**src/hw/approxMulPkg.sv**
```systemverilog
package approxMulPkg;

    // Operand and result widths
    localparam int OperandWidth = 8;
    localparam int ProductWidth = 2 * OperandWidth;

    // Columns up to this one use approximate cells
    localparam int ApproxTopColumn = 7;

    typedef logic [OperandWidth-1:0] operandT;
    typedef logic [ProductWidth-1:0] productT;

    // Row i is multiplier bit i ANDed with the multiplicand
    typedef operandT [OperandWidth-1:0] ppArrayT;

    // Propagate/generate of mirrored pairs, grouped by the higher row
    typedef struct packed {
        logic [4:0] p7;
        logic [4:0] g7;
        logic [5:0] p6;
        logic [5:0] g6;
        logic [4:0] p5;
        logic [4:0] g5;
        logic [3:0] p4;
        logic [3:0] g4;
        logic [2:0] p3;
        logic [2:0] g3;
        // Row 2 column 1 paired with row 1 column 2
        logic       p21;
        logic       g21;
    } pgColumnsT;

    // Two rows left for the final adder
    typedef struct packed {
        productT sumRow;
        productT carryRow;
    } rowPairT;

    typedef struct packed {
        operandT multiplicand;
        operandT multiplier;
        logic    valid;
    } mulReqT;

endpackage

```
**src/hw/approxCellPkg.sv**
```systemverilog
package approxCellPkg;

    // Sum and carry of a single adder cell
    typedef struct packed {
        logic carry;
        logic sum;
    } cellOutT;

    // 4:2 compressor adds a lateral carry out
    typedef struct packed {
        logic carryOut;
        logic carry;
        logic sum;
    } compress42OutT;

    ////////////////////////////////////////////////////////////
    // Exact cells
    ////////////////////////////////////////////////////////////

    function automatic cellOutT exactHalfAdd(input logic a, input logic b);
        cellOutT res;
        res.sum   = a ^ b;
        res.carry = a & b;
        return res;
    endfunction

    function automatic cellOutT exactFullAdd(input logic a, input logic b, input logic cin);
        cellOutT res;
        logic    halfSum;
        halfSum   = a ^ b;
        res.sum   = halfSum ^ cin;
        res.carry = (a & b) | (halfSum & cin);
        return res;
    endfunction

    // Two chained full adders
    function automatic compress42OutT exactCompress42(input logic x1, input logic x2,
                                                      input logic x3, input logic x4,
                                                      input logic cin);
        cellOutT       first;
        cellOutT       second;
        compress42OutT res;
        first        = exactFullAdd(x1, x2, x3);
        second       = exactFullAdd(first.sum, x4, cin);
        res.sum      = second.sum;
        res.carry    = second.carry;
        // First stage carry goes sideways to the next column
        res.carryOut = first.carry;
        return res;
    endfunction

    ////////////////////////////////////////////////////////////
    // Approximate cells
    ////////////////////////////////////////////////////////////

    // OR for sum, wrong only when both inputs set
    function automatic cellOutT approxHalfAdd(input logic a, input logic b);
        cellOutT res;
        res.sum   = a | b;
        res.carry = a & b;
        return res;
    endfunction

    function automatic cellOutT approxFullAdd(input logic a, input logic b, input logic cin);
        cellOutT res;
        logic    w;
        // a and b collapse to one bit
        w         = a | b;
        res.sum   = w ^ cin;
        res.carry = w & cin;
        return res;
    endfunction

    // Probabilistic 4-input compressor
    function automatic cellOutT pacCompress(input logic x1, input logic x2,
                                            input logic x3, input logic x4);
        cellOutT res;
        logic    lowPair;
        logic    highPair;
        lowPair   = x1 & x2;
        highPair  = x3 & x4;
        // Carry only from matching pairs
        res.carry = lowPair | highPair;
        res.sum   = (x1 ^ x2) | (x3 ^ x4) | (lowPair & highPair);
        return res;
    endfunction

endpackage

```
**src/hw/partialProductGen.sv**
```systemverilog
`timescale 1ns/1ps

module partialProductGen import approxMulPkg::*; #(
    parameter int OperandWidth = approxMulPkg::OperandWidth
) (
    input  operandT   multiplicand,
    input  operandT   multiplier,
    output ppArrayT   ppArray,
    output pgColumnsT pgColumns
);

    // AND array
    for (genvar i = 0; i < OperandWidth; i++) begin : gRow
        // Row i gated by multiplier bit i
        assign ppArray[i] = multiplicand & {OperandWidth{multiplier[i]}};
    end

    // Mirrored pairs recoded to OR and AND
    // a + b equals (a | b) + (a & b) in the same column
    always_comb begin
        // Row 7 against rows 0 to 4
        for (int j = 0; j < $bits(pgColumns.p7); j++) begin
            pgColumns.p7[j] = ppArray[7][j] | ppArray[j][7];
            pgColumns.g7[j] = ppArray[7][j] & ppArray[j][7];
        end
        // Row 6 against rows 0 to 5
        for (int j = 0; j < $bits(pgColumns.p6); j++) begin
            pgColumns.p6[j] = ppArray[6][j] | ppArray[j][6];
            pgColumns.g6[j] = ppArray[6][j] & ppArray[j][6];
        end
        for (int j = 0; j < $bits(pgColumns.p5); j++) begin
            pgColumns.p5[j] = ppArray[5][j] | ppArray[j][5];
            pgColumns.g5[j] = ppArray[5][j] & ppArray[j][5];
        end
        for (int j = 0; j < $bits(pgColumns.p4); j++) begin
            pgColumns.p4[j] = ppArray[4][j] | ppArray[j][4];
            pgColumns.g4[j] = ppArray[4][j] & ppArray[j][4];
        end
        for (int j = 0; j < $bits(pgColumns.p3); j++) begin
            pgColumns.p3[j] = ppArray[3][j] | ppArray[j][3];
            pgColumns.g3[j] = ppArray[3][j] & ppArray[j][3];
        end
        // Single pair in column 3
        pgColumns.p21 = ppArray[2][1] | ppArray[1][2];
        pgColumns.g21 = ppArray[2][1] & ppArray[1][2];
    end

endmodule

```
**src/hw/columnReduction.sv**
```systemverilog
`timescale 1ns/1ps

module columnReduction import approxMulPkg::*; import approxCellPkg::*; #(
    parameter int ApproxTopColumn = approxMulPkg::ApproxTopColumn
) (
    input  ppArrayT   ppArray,
    input  pgColumnsT pgColumns,
    output rowPairT   rows
);

    // Low column cells
    cellOutT aha2;
    cellOutT aha4;
    cellOutT afa5;
    cellOutT pac6;
    cellOutT pac7;
    logic    gen3;
    logic    gen4;
    logic    gen5;
    logic    gen6;
    logic    gen7;

    // High column cells
    cellOutT       ha12;
    cellOutT       gen11;
    cellOutT       ha11;
    cellOutT       gen10;
    cellOutT       fa10;
    cellOutT       gen9;
    cellOutT       fa9;
    cellOutT       gen8;
    compress42OutT cmp8;

    // Carry resolve chain
    cellOutT res8;
    cellOutT res9;
    cellOutT res10;
    cellOutT res11;
    cellOutT res12;

    // Last stage, one cell per column
    cellOutT row3;
    cellOutT row4;
    cellOutT row5;
    cellOutT row6;
    cellOutT row7;
    cellOutT row8;
    cellOutT row9;
    cellOutT row10;
    cellOutT row11;
    cellOutT row12;
    cellOutT row13;
    cellOutT row14;

    logic [ApproxTopColumn:0]              lowSum;
    logic [ApproxTopColumn:0]              lowCarry;
    logic [ProductWidth-1:ApproxTopColumn+1] highSum;
    logic [ProductWidth-1:ApproxTopColumn+1] highCarry;

    ////////////////////////////////////////////////////////////
    // Approximate columns 2 to 7
    ////////////////////////////////////////////////////////////

    assign aha2 = approxHalfAdd(ppArray[2][0], ppArray[0][2]);

    // Generate bits merged by OR per column
    assign gen3 = pgColumns.g3[0] | pgColumns.g21;
    assign gen4 = pgColumns.g4[0] | pgColumns.g3[1];
    assign gen5 = |{pgColumns.g5[0], pgColumns.g4[1], pgColumns.g3[2]};
    assign gen6 = |{pgColumns.g6[0], pgColumns.g5[1], pgColumns.g4[2]};
    assign gen7 = |{pgColumns.g7[0], pgColumns.g6[1], pgColumns.g5[2], pgColumns.g4[3]};

    // First level on the propagate bits
    assign aha4 = approxHalfAdd(pgColumns.p4[0], pgColumns.p3[1]);
    assign afa5 = approxFullAdd(pgColumns.p5[0], pgColumns.p4[1], pgColumns.p3[2]);
    // Column 6 takes the diagonal bit 3,3
    assign pac6 = pacCompress(pgColumns.p6[0], pgColumns.p5[1],
                              pgColumns.p4[2], ppArray[3][3]);
    assign pac7 = pacCompress(pgColumns.p7[0], pgColumns.p6[1],
                              pgColumns.p5[2], pgColumns.p4[3]);

    // Second level
    assign row3 = approxFullAdd(pgColumns.p3[0], pgColumns.p21, gen3);
    assign row4 = approxFullAdd(aha4.sum, ppArray[2][2], gen4);
    assign row5 = approxFullAdd(afa5.sum, gen5, aha4.carry);
    assign row6 = approxFullAdd(pac6.sum, gen6, afa5.carry);
    assign row7 = approxFullAdd(pac7.sum, gen7, pac6.carry);

    ////////////////////////////////////////////////////////////
    // Exact columns 8 to 15
    ////////////////////////////////////////////////////////////

    // Carry of ha12 is left open
    assign ha12  = exactHalfAdd(ppArray[7][5], ppArray[5][7]);
    assign gen11 = exactHalfAdd(pgColumns.g7[4], pgColumns.g6[5]);
    assign ha11  = exactHalfAdd(pgColumns.p7[4], pgColumns.p6[5]);
    assign gen10 = exactHalfAdd(pgColumns.g7[3], pgColumns.g6[4]);
    assign fa10  = exactFullAdd(pgColumns.p7[3], pgColumns.p6[4], ppArray[5][5]);
    assign gen9  = exactFullAdd(pgColumns.g7[2], pgColumns.g6[3], pgColumns.g5[4]);
    assign fa9   = exactFullAdd(pgColumns.p7[2], pgColumns.p6[3], pgColumns.p5[4]);
    assign gen8  = exactFullAdd(pgColumns.g7[1], pgColumns.g6[2], pgColumns.g5[3]);
    assign cmp8  = exactCompress42(pgColumns.p7[1], pgColumns.p6[2], pgColumns.p5[3],
                                   ppArray[4][4], 1'b0);

    // Carries of columns 8 to 11 folded into one bit per column
    assign res8  = exactFullAdd(cmp8.carry, gen8.carry, cmp8.carryOut);
    assign res9  = exactFullAdd(fa9.carry, gen9.carry, res8.carry);
    assign res10 = exactFullAdd(fa10.carry, gen10.carry, res9.carry);
    assign res11 = exactFullAdd(ha11.carry, gen11.carry, res10.carry);
    // Column 11 generate carry enters a second time here
    assign res12 = exactHalfAdd(gen11.carry, res11.carry);

    assign row8  = exactFullAdd(cmp8.sum, gen8.sum, pac7.carry);
    assign row9  = exactFullAdd(fa9.sum, gen9.sum, res8.sum);
    assign row10 = exactFullAdd(fa10.sum, gen10.sum, res9.sum);
    assign row11 = exactFullAdd(ha11.sum, gen11.sum, res10.sum);
    assign row12 = exactFullAdd(ha12.sum, res11.sum, ppArray[6][6]);
    assign row13 = exactFullAdd(ppArray[7][6], ppArray[6][7], res12.sum);
    assign row14 = exactHalfAdd(ppArray[7][7], res12.carry);

    ////////////////////////////////////////////////////////////
    // Row assembly
    ////////////////////////////////////////////////////////////

    // Bits 0 and 1 straight from the array
    assign lowSum = {row7.sum, row6.sum, row5.sum, row4.sum, row3.sum,
                     aha2.sum, ppArray[1][0], ppArray[0][0]};
    assign lowCarry = {row6.carry, row5.carry, row4.carry, row3.carry,
                       aha2.carry, ppArray[1][1], ppArray[0][1], 1'b0};

    // Top bit of sumRow is the last carry
    assign highSum = {row14.carry, row14.sum, row13.sum, row12.sum,
                      row11.sum, row10.sum, row9.sum, row8.sum};
    assign highCarry = {1'b0, row13.carry, row12.carry, row11.carry,
                        row10.carry, row9.carry, row8.carry, row7.carry};

    assign rows.sumRow   = {highSum, lowSum};
    assign rows.carryRow = {highCarry, lowCarry};

endmodule

```
**src/hw/koggeStoneAdder.sv**
```systemverilog
`timescale 1ns/1ps

module koggeStoneAdder import approxMulPkg::*; #(
    parameter int Width = approxMulPkg::ProductWidth
) (
    input  rowPairT rows,
    output productT sum
);

    localparam int Levels = $clog2(Width);

    logic [Width-1:0] opA;
    logic [Width-1:0] opB;

    // Group generate and propagate per level
    logic [Levels:0][Width-1:0] gLvl;
    logic [Levels:0][Width-1:0] pLvl;

    assign opA = rows.sumRow;
    assign opB = rows.carryRow;

    // Level 0 is bitwise
    assign gLvl[0] = opA & opB;
    assign pLvl[0] = opA ^ opB;

    ////////////////////////////////////////////////////////////
    // Prefix tree
    ////////////////////////////////////////////////////////////

    for (genvar l = 1; l <= Levels; l++) begin : gLevel
        // Distance to the partner bit doubles each level
        localparam int Span = 1 << (l - 1);

        for (genvar i = 0; i < Width; i++) begin : gBit
            if (i < Span) begin : gWire
                // Group already complete
                assign gLvl[l][i] = gLvl[l-1][i];
                assign pLvl[l][i] = pLvl[l-1][i];
            end else if (i < 2 * Span) begin : gGrey
                // Group reaches bit 0 after this cell
                assign gLvl[l][i] = gLvl[l-1][i] | (pLvl[l-1][i] & gLvl[l-1][i-Span]);
                assign pLvl[l][i] = pLvl[l-1][i];
            end else begin : gBlack
                assign gLvl[l][i] = gLvl[l-1][i] | (pLvl[l-1][i] & gLvl[l-1][i-Span]);
                assign pLvl[l][i] = pLvl[l-1][i] & pLvl[l-1][i-Span];
            end
        end
    end

    ////////////////////////////////////////////////////////////
    // Sum bits
    ////////////////////////////////////////////////////////////

    // Carry into bit i is the prefix generate of bits i-1 to 0
    // Carry out of the top bit is dropped
    assign sum = {pLvl[0][Width-1:1] ^ gLvl[Levels][Width-2:0], pLvl[0][0]};

endmodule

```
**src/hw/approxMultiplier.sv**
```systemverilog
`timescale 1ns/1ps

module approxMultiplier import approxMulPkg::*; #(
    parameter int OperandWidth = approxMulPkg::OperandWidth,
    parameter int ProductWidth = approxMulPkg::ProductWidth
) (
    input  logic    clk,
    input  logic    rstN,
    input  mulReqT  mulReq,
    output productT product,
    output logic    outValid
);

    // Stage 1 operands and stage 2 rows
    mulReqT    opReg;
    rowPairT   rowReg;
    logic      rowValid;

    ppArrayT   ppArray;
    pgColumnsT pgColumns;
    rowPairT   rowComb;

    ////////////////////////////////////////////////////////////
    // Pipeline registers
    ////////////////////////////////////////////////////////////

    always_ff @(posedge clk) begin
        // Payload loads every cycle
        opReg.multiplicand <= mulReq.multiplicand;
        opReg.multiplier   <= mulReq.multiplier;
        rowReg             <= rowComb;
        // Valid bits follow the data two deep
        if (!rstN) begin
            opReg.valid <= 1'b0;
            rowValid    <= 1'b0;
        end else begin
            opReg.valid <= mulReq.valid;
            rowValid    <= opReg.valid;
        end
    end

    ////////////////////////////////////////////////////////////
    // Datapath
    ////////////////////////////////////////////////////////////

    partialProductGen #(
        .OperandWidth(OperandWidth)
    ) uPpGen (
        .multiplicand(opReg.multiplicand),
        .multiplier  (opReg.multiplier),
        .ppArray     (ppArray),
        .pgColumns   (pgColumns)
    );

    // Reduction down to two rows
    columnReduction #(
        .ApproxTopColumn(ApproxTopColumn)
    ) uReduce (
        .ppArray  (ppArray),
        .pgColumns(pgColumns),
        .rows     (rowComb)
    );

    // Final add after the row register
    koggeStoneAdder #(
        .Width(ProductWidth)
    ) uAdder (
        .rows(rowReg),
        .sum (product)
    );

    assign outValid = rowValid;

    // Nothing comes out for two cycles after a reset cycle
    aResetQuiet: assert property (@(posedge clk) !rstN |=> !outValid ##1 !outValid);

    // Fixed two cycle latency
    aLatency: assert property (@(posedge clk) disable iff (!rstN)
        mulReq.valid |-> ##2 outValid);

endmodule

```
**config.mk**
```make
export PLATFORM = sky130hd
export DESIGN_NAME = approxMultiplier
export DESIGN_NICKNAME = d
export VERILOG_FILES = /design/src/hw/approxMulPkg.sv /design/src/hw/approxCellPkg.sv /design/src/hw/partialProductGen.sv /design/src/hw/columnReduction.sv /design/src/hw/koggeStoneAdder.sv /design/src/hw/approxMultiplier.sv
export SDC_FILE = /design/constraint.sdc
export NUM_CORES = 1
export LEC_CHECK = 0
export BUFFER_PORTS_ARGS = -buffer_cell sky130_fd_sc_hd__buf_2
export CORE_ASPECT_RATIO = 0.6
export CORE_MARGIN = 8
export CORE_UTILIZATION = 50
export CTS_BUF_LIST = sky130_fd_sc_hd__clkbuf_4
export DETAILED_ROUTE_END_ITERATION = 8
export GPL_ROUTABILITY_DRIVEN = 1
export PLACE_DENSITY = 0.7
export SETUP_SLACK_MARGIN = 0.15
export SKIP_CTS_REPAIR_TIMING = 1
export SYNTH_ARGS = -nofsm -noshare
export SYNTH_HDL_FRONTEND = slang
export SYNTH_SLANG_ARGS = --single-unit
export TNS_END_PERCENT = 20
```
**constraint.sdc**
```tcl
create_clock -name clk -period 9.2 [get_ports clk]
set_clock_uncertainty 0.1 [all_clocks]
set_input_delay 1.38 -clock clk [delete_from_list [all_inputs] [get_ports clk]]
set_output_delay 1.38 -clock clk [all_outputs]
set_load 0.01 [all_outputs]
```
Word-level counts from Yosys, hierarchy flattened
Index checks and enable logic that the tools add are counted.
{"block": "op_classes", "bitwise": 308, "reduce_logical": 3}
{"op": "bitwise AND 1 bit", "n": 150}
{"op": "OR 1 bit", "n": 100}
{"op": "bitwise AND 8 bit", "n": 8}
{"op": "XOR 1 bit", "n": 47}
{"op": "XOR 16 x 15 -> 16 bit", "n": 1}
{"op": "bitwise AND 15 bit", "n": 1}
{"op": "XOR 15 bit", "n": 1}
{"op": "OR reduction 3 bit", "n": 2}
{"op": "OR reduction 4 bit", "n": 1}
{"block": "totals", "reg_bits": 48, "inputBits": 19, "output_inout_bits": 17, "wordCells": 317}

Longest topological paths before layout
Gate-level depths: netlist of run 1.
{"block": "logic_depth", "depth_word": 17, "depth_mapped": 15, "mapped_depth_nobuf": 14}

Cells and area by module
A second synthesis of run 1 with hierarchy kept.
{"block": "hier_totals", "hier_cells": 388, "hier_area_um2": 3544.6}
{"module": "approxMultiplier", "instances": 1, "cells_each": 52, "area_per_inst_um2": 1013.5, "seq_area_each_um2": 1001.0}
{"module": "partialProductGen", "instances": 1, "cells_each": 140, "area_per_inst_um2": 1003.5, "seq_area_each_um2": 0.0}
{"module": "columnReduction", "instances": 1, "cells_each": 91, "area_per_inst_um2": 789.5, "seq_area_each_um2": 0.0}
{"module": "koggeStoneAdder", "instances": 1, "cells_each": 105, "area_per_inst_um2": 738.2, "seq_area_each_um2": 0.0}

Least setup slack after synthesis of run 1
No wires, ideal clock.
{"block": "synth_path", "path_type": "register to register", "start": "register, netlist name opReg[6]", "end": "register rowReg[29] (netlist bit)", "setup_time_ns": 0.057, "arrival_ns": 3.716, "required_ns": 9.043, "path_slack_ns": 5.326, "stages_incl_launch_ff": 16, "path_buffers": 1, "period_less_slack_ns": 3.874, "cell_sequence": "dfxtp_1 -> clkbuf_1 -> a22oi_1 -> fa_1 -> inv_1 -> ha_1 -> inv_1 -> fa_1 -> fa_1 -> fa_1 -> fa_1 -> inv_1 -> ha_1 -> inv_1 -> fa_1 -> inv_1"}
{"element": "end signal: assignment", "line_no": "approxMultiplier.sv:31", "source": "rowReg <= rowComb;"}
{"element": "end: declaration", "line_no": "approxMultiplier.sv:16", "source": "rowPairT rowReg;"}

==> reports/summary.txt, run 1 <==
Outcome: completed
Post-DP HPWL: 4784 µm
Most frequent cell after synthesis: dfxtp_1
Register area share after synthesis: 0.3317
CP startpoint kind: register
Post-route design area: 0.003118 mm²
Total of max-cap violations: 0
Antenna diodes: 0
RSZ-0062 raised after global routing: false
Crit path max fanout: 10
Sequential Power Share: 0.393
Leak: 0.001510 µW
Comb pwr share: 0.468
Post-synth top area share: 0.3317
Switch share: 0.3853
Crit path kind: reg2reg
Clk pin slew, worst setup/hold paths: 0.12 ns
Root Buffer: clkbuf_4
Clk buf depth: 2
Total number of vias: 2209
Yosys top cell by area: dfxtp_1
WP data required: 9.40 ns
Period Utilization, post-route: 0.4381
All-Layer GR Usage: 0.1487
Clk_lat worst skew: 0.34 ns
Fmax: 248.1 MHz
Die area: 0.008564 mm²
# port buffers: 35
First-pass GRT wire length: 10240 µm
DRC viols: 0
Vias in the first global route: 2198
Die W: 114.3 µm
Post-synth top flop: dfxtp_1
Final Hold Fails: 0
PwrDens: 203.8 mW/mm²
Final setup TNS: 0 ns
Sw power: 244.9 µW
Worst EP arrival: 4.23 ns
Area contributors post-synth: dfxtp_1 33%, ha_1 13%, fa_1 11%, inv_1 4.4%, a22oi_1 3.6%
Core area: 0.005597 mm²
# IOs: 36
Largest net degree at the start of global routing: 15
Synthesized cell area: 0.002897 mm²
Area Overhead vs Synth: 7.646%
Site Rows: 21
CP endpoint kind: register
Syn nets: 366
CTS tree: yes
FILL cells: 515
DR WL/cell: 14.74 µm
Chip height: 74.96 µm
Syn. warnings: 0
Total congestion overflow: 0
Relative slew margins: 0.7158
Nets: 387
Number of flops mapped to enable cells by yosys: 0
Synth Instances: 301
Dpl cell area: 0.003067 mm²
Avg Vias per Cell: 5.481
Fraction of layout cells with a size suffix above 1: 0.1765
H-tree levels: 2
Clock share of power: 0.139
Clock Sink Count: 48
Initial Utilization: 0.5175
Initial antenna violation count: 0
Final setup fails: 0
Antenna Nets Post-Route: 0
Worst slew pin tran: 0.4264 ns
HP Class: reg2reg
Tmin final: 4.031 ns
Mean Syn Cell Area: 9.623 µm²
Max Slew Vio Count: 0
1st-iter DRT viols: 206
Post-synth top cells: 48 x dfxtp_1, 34 x inv_1, 30 x ha_1, 20 x nand2_1
CTS Buf Count: 5
Routability congestion estimate: 0.8441
Pre-Repair DR Iteration Count: 7
Max VDD drop: 0.09379 mV
Pint: 390.6 µW
Count of cell types in the netlist: 55
Post-synth ARST share: 0
Synthesized flop and latch total: 48
Routed WL: 5941 µm
sequential cells by signal (all words and copies together), names as in the netlist:
signal,flops
opReg,17
outValid,1
rowReg,30
per-stage QoR:
| step | hold WS (ns) | util | total power (µW) | setup slack, ns | instances |
|---|---|---|---|---|---|
| after floorplan | 0.3057 | - | 479.3 | 5.326 | 301 |
| after global placement | 0.3108 | 0.5480 | 544.3 | 5.304 | 395 |
| after detailed placement | 0.3133 | 0.5480 | 550.9 | 5.203 | 395 |
| after CTS | 0.3437 | 0.5571 | 642.1 | 5.165 | 403 |
| after global routing | 0.3676 | 0.5571 | 688.3 | 4.985 | 403 |
| final | 0.3398 | 0.5571 | 635.5 | 5.169 | 403 |
per-layer routing:
layer / up-vias / GRT usage / share of wire
met5: - / 0 / 0
met4: 0 / 0.02196 / 0.0081
met3: 13 / 0.04564 / 0.074
met2: 89 / 0.2334 / 0.41
met1: 1027 / 0.2007 / 0.50
li1: 1080 / - / -
power groups by stage:
stage / logic [µW] / registers, µW / clock network [µW]
CTS: 299 / 250 / 93.6
global route: 335 / 253 / 100
floorplan: 235 / 244 / 0
global placement: 291 / 254 / 0
finish: 298 / 250 / 88.0
detailed placement: 296 / 255 / 0
critical path, stage by stage, from the launching register on:
cell     delay (ns)
dfxtp_1        0.57
a22oi_1        0.19
fa_1           0.50
inv_1          0.07
ha_1           0.13
inv_1          0.05
fa_1           0.43
fa_1           0.40
fa_1           0.39
fa_1           0.36
inv_1          0.06
ha_1           0.21
inv_1          0.07
fa_1           0.40
inv_1          0.05
kinds of logic after synthesis:
group / Yosys count / share of synthesized area
AO/OA/AOI/OAI: 71 / 0.1957
XOR/XNOR: 8 / 0.02419
multiplexers: 1 / 0.003456
adder cells (fa/ha/maj): 46 / 0.2402
buffers and inverters: 56 / 0.08164
AND/OR/NAND/NOR: 71 / 0.1231
flip-flops: 48 / 0.3317
layout by cell type (no fill, tap or decap), drive strengths merged, types with 2 or more instances in the layout:
cell type and instances:
ha 30, and2 4, a211oi 2, a22oi 14, clkinv 3, a22o 11, inv 35, xnor2 7
nand2 20, nand4 3, nor3 6, o21ai 5, buf 35, fa 16, a2111oi 2, nor3b 2
dfxtp 48, nor2 16, a21oi 13, and3 3, o311ai 2, o211ai 2, nand3 7, a21o 5
and2b 3, o22ai 4, nor2b 2, clkbuf 5, a211o 2
path summary, 6_finish.rpt:
path / start / endpoint / slack [ns] / depth (start not counted)
worst max-delay path: opReg[6]$_DFF_P_ / rowReg[29]$_DFF_P_ / 5.17 / 14
worst max register to register: opReg[6]$_DFF_P_ / rowReg[29]$_DFF_P_ / 5.17 / 14
worst min-delay path: opReg[0]$_SDFF_PN0_ / outValid$_SDFF_PN0_ / 0.34 / 1
worst min register to register: opReg[0]$_SDFF_PN0_ / outValid$_SDFF_PN0_ / 0.34 / 1
area by class of cell:
class / count / area (µm²) / share of cell area
multi-input cells: 197 / 1699 / 0.5449
flip-flops and latches: 48 / 960.9 / 0.3082
repair buffers: 35 / 175.2 / 0.05618
inverters: 35 / 131.4 / 0.04213
well taps: 80 / 100.1 / 0.03210
clock buffers: 5 / 37.54 / 0.01204
clock inverters: 3 / 13.76 / 0.004414
Note: power is estimated with default switching activity, not from simulation.
==> inputs of run 2 (changes only) <==
clock period = 4.2 ns   (was 9.2 ns; I/O delays follow)
==> run 2 against run 1 <==
Net effect: sequential share of layout area down 0.78 points; combinational power is 120% higher; via count is 0.18% lower; maximum frequency increased by 4.8%; power up 130%; non-clock buffer count rose by 8; clock power increased to 3.1 times the previous value; hold slack lost 0.084 ns; register-to-register slack got worse by 4.8 ns; wire length grew 3.7%; largest power group unchanged; critical path type unchanged.
==> reports/summary.txt, run 2 (same netlist as run 1, synthesis figures left out) <==
PwrDens: 457.4 mW/mm² (+120%)
Tmin final: 3.846 ns (-0.1844 ns)
Total of max-cap violations: 0 (unchanged)
HP Class: in2reg
Die W: 114.3 µm (unchanged)
All-Layer GR Usage: 0.1577 (+0.009034)
Worst slew pin tran: 0.3942 ns (-0.03218 ns)
Chip height: 74.96 µm (unchanged)
Max VDD drop: 0.1951 mV (+110%)
First-pass GRT wire length: 10670 µm (+4.2%)
Largest net degree at the start of global routing: 15 (unchanged)
Outcome: completed
CTS tree: yes
Final setup TNS: 0 ns (unchanged)
Initial antenna violation count: 0 (unchanged)
Nets: 395 (+2.1%)
Final setup fails: 0 (unchanged)
WP data required: 4.42 ns (-4.98 ns)
Layout Cells excl Fill: 412 (+2.2%)
Routed WL: 6162 µm (+3.7%)
Fmax: 260.0 MHz (+4.8%)
Vias in the first global route: 2298 (+4.5%)
Final Hold Fails: 0 (unchanged)
Max Slew Vio Count: 0 (unchanged)
Clk_lat worst skew: 0.36 ns (+0.02 ns)
Commonest non-fill, non-tap cell in the layout: dfxtp_1
Clk pin slew, worst setup/hold paths: 0.13 ns (about the same)
Period Utilization, post-route: 0.9158 (+0.4777)
Post-DP HPWL: 4979 µm (+4.1%)
Total congestion overflow: 0 (unchanged)
Placed cells: 403 (+2.0%)
H-tree levels: 2 (unchanged)
CP startpoint kind: register
Fraction of layout cells with a size suffix above 1: 0.2266 (+0.05012)
Worst hold margin: 0.2557 ns (-0.08408 ns)
Site Rows: 21 (unchanged)
Total number of vias: 2205 (-0.18%)
Routability congestion estimate: 0.8505 (+0.76%)
# IOs: 36 (unchanged)
Crit path kind: reg2reg
RSZ-0062 raised after global routing: false
Flip-flop count of the largest register after layout: 30 (unchanged)
1st-iter DRT viols: 121 (-41%)
Post-route design area: 0.003228 mm² (+3.5%)
CTS Buf Count: 5 (unchanged)
Worst EP arrival: 4.06 ns (-0.17 ns)
DR WL/cell: 14.96 µm (+1.5%)
Clk buf depth: 2 (unchanged)
DRC viols: 0 (unchanged)
Pre-Repair DR Iteration Count: 4 (-3)
Dpl cell area: 0.003127 mm² (+2.0%)
Biggest register: rowReg
# port buffers: 35 (unchanged)
Leak: 0.001562 µW (+3.4%)
Clock Sink Count: 48 (unchanged)
Most frequent cells in the layout: 41 x dfxtp_1, 35 x buf_2, 34 x inv_1, 30 x ha_1, 20 x nand2_1
Avg Vias per Cell: 5.352 (-2.4%)
FILL cells: 531 (+3.1%)
Core area: 0.005597 mm² (unchanged)
Antenna Nets Post-Route: 0 (unchanged)
Crit path max fanout: 8 (-2)
Root Buffer: clkbuf_4
Initial Utilization: 0.5175 (unchanged)
Area Overhead vs Synth: 11.45%
Die area: 0.008564 mm² (unchanged)
Relative slew margins: 0.7339 (+0.01812)
CP endpoint kind: register
==> run 2: cell types whose count changed in the layout (fill, tap and decap cells not counted), moves of 2 or more <==
cell | previous run | this run
dfxtp_1 | 48 | 41
dfxtp_2 | 0 | 7
a22oi_2 | 0 | 2
a22oi_1 | 14 | 12
buf_4 | 0 | 8
==> run 2: power by group <==
group	internal [µW]	switching, µW	total (µW)
Combinational	288	375	663
Sequential	513	28.7	541
Clock	131	141	272
Total	932	545	1480
==> run 2: layout make-up <==
| type | instances | area [µm²] | share of cell area |
|---|---|---|---|
| multi-input combinational | 197 | 1709 | 0.5295 |
| inverter | 35 | 131.4 | 0.04070 |
| tap | 80 | 100.1 | 0.03101 |
| timing repair buffer | 43 | 235.2 | 0.07287 |
| antenna | 1 | 2.502 | 0.0007752 |
| clock buffer | 6 | 45.04 | 0.01395 |
| clock inverter | 2 | 35.03 | 0.01085 |
| sequential | 48 | 969.7 | 0.3004 |
==> run 2: per-stage QoR <==
stage,utilization,worst slack (ns),power (µW)
2_1_floorplan,-,0.3262,1050
3_3_place_gp,0.5587,0.3600,1197
3_5_place_dp,0.5587,0.2575,1214
4_1_cts,0.5730,0.2323,1486
5_1_grt,0.5763,0.1600,1606
6_report,0.5768,0.3536,1477
==> run 2: worst paths after layout <==
kind,endpoint,slack (ns),cells after the start,startpoint
max,rowReg[29]$_DFF_P_,0.35,13,opReg[12]$_DFF_P_
min,opReg[3]$_DFF_P_,0.26,1,mulReq[3]
max reg2reg,rowReg[29]$_DFF_P_,0.35,13,opReg[12]$_DFF_P_
min reg2reg,outValid$_SDFF_PN0_,0.35,1,opReg[0]$_SDFF_PN0_
==> run 2: critical path, stage by stage (launching register included) <==
cell and delay [ns]:
dfxtp_2 0.44, nand2_1 0.17, inv_1 0.16, nand3_1 0.12
fa_1 0.46, fa_1 0.42, fa_1 0.39, fa_1 0.39
fa_1 0.36, inv_1 0.07, ha_1 0.22, inv_1 0.07
fa_1 0.40, inv_1 0.06
==> run 2: layer usage <==
layer	vias up	track usage	routed length (µm)
met5	-	0	0
met4	0	0.03075	37
met3	4	0.04964	476
met2	63	0.2425	2571
met1	1035	0.2135	3077
li1	1103	-	-
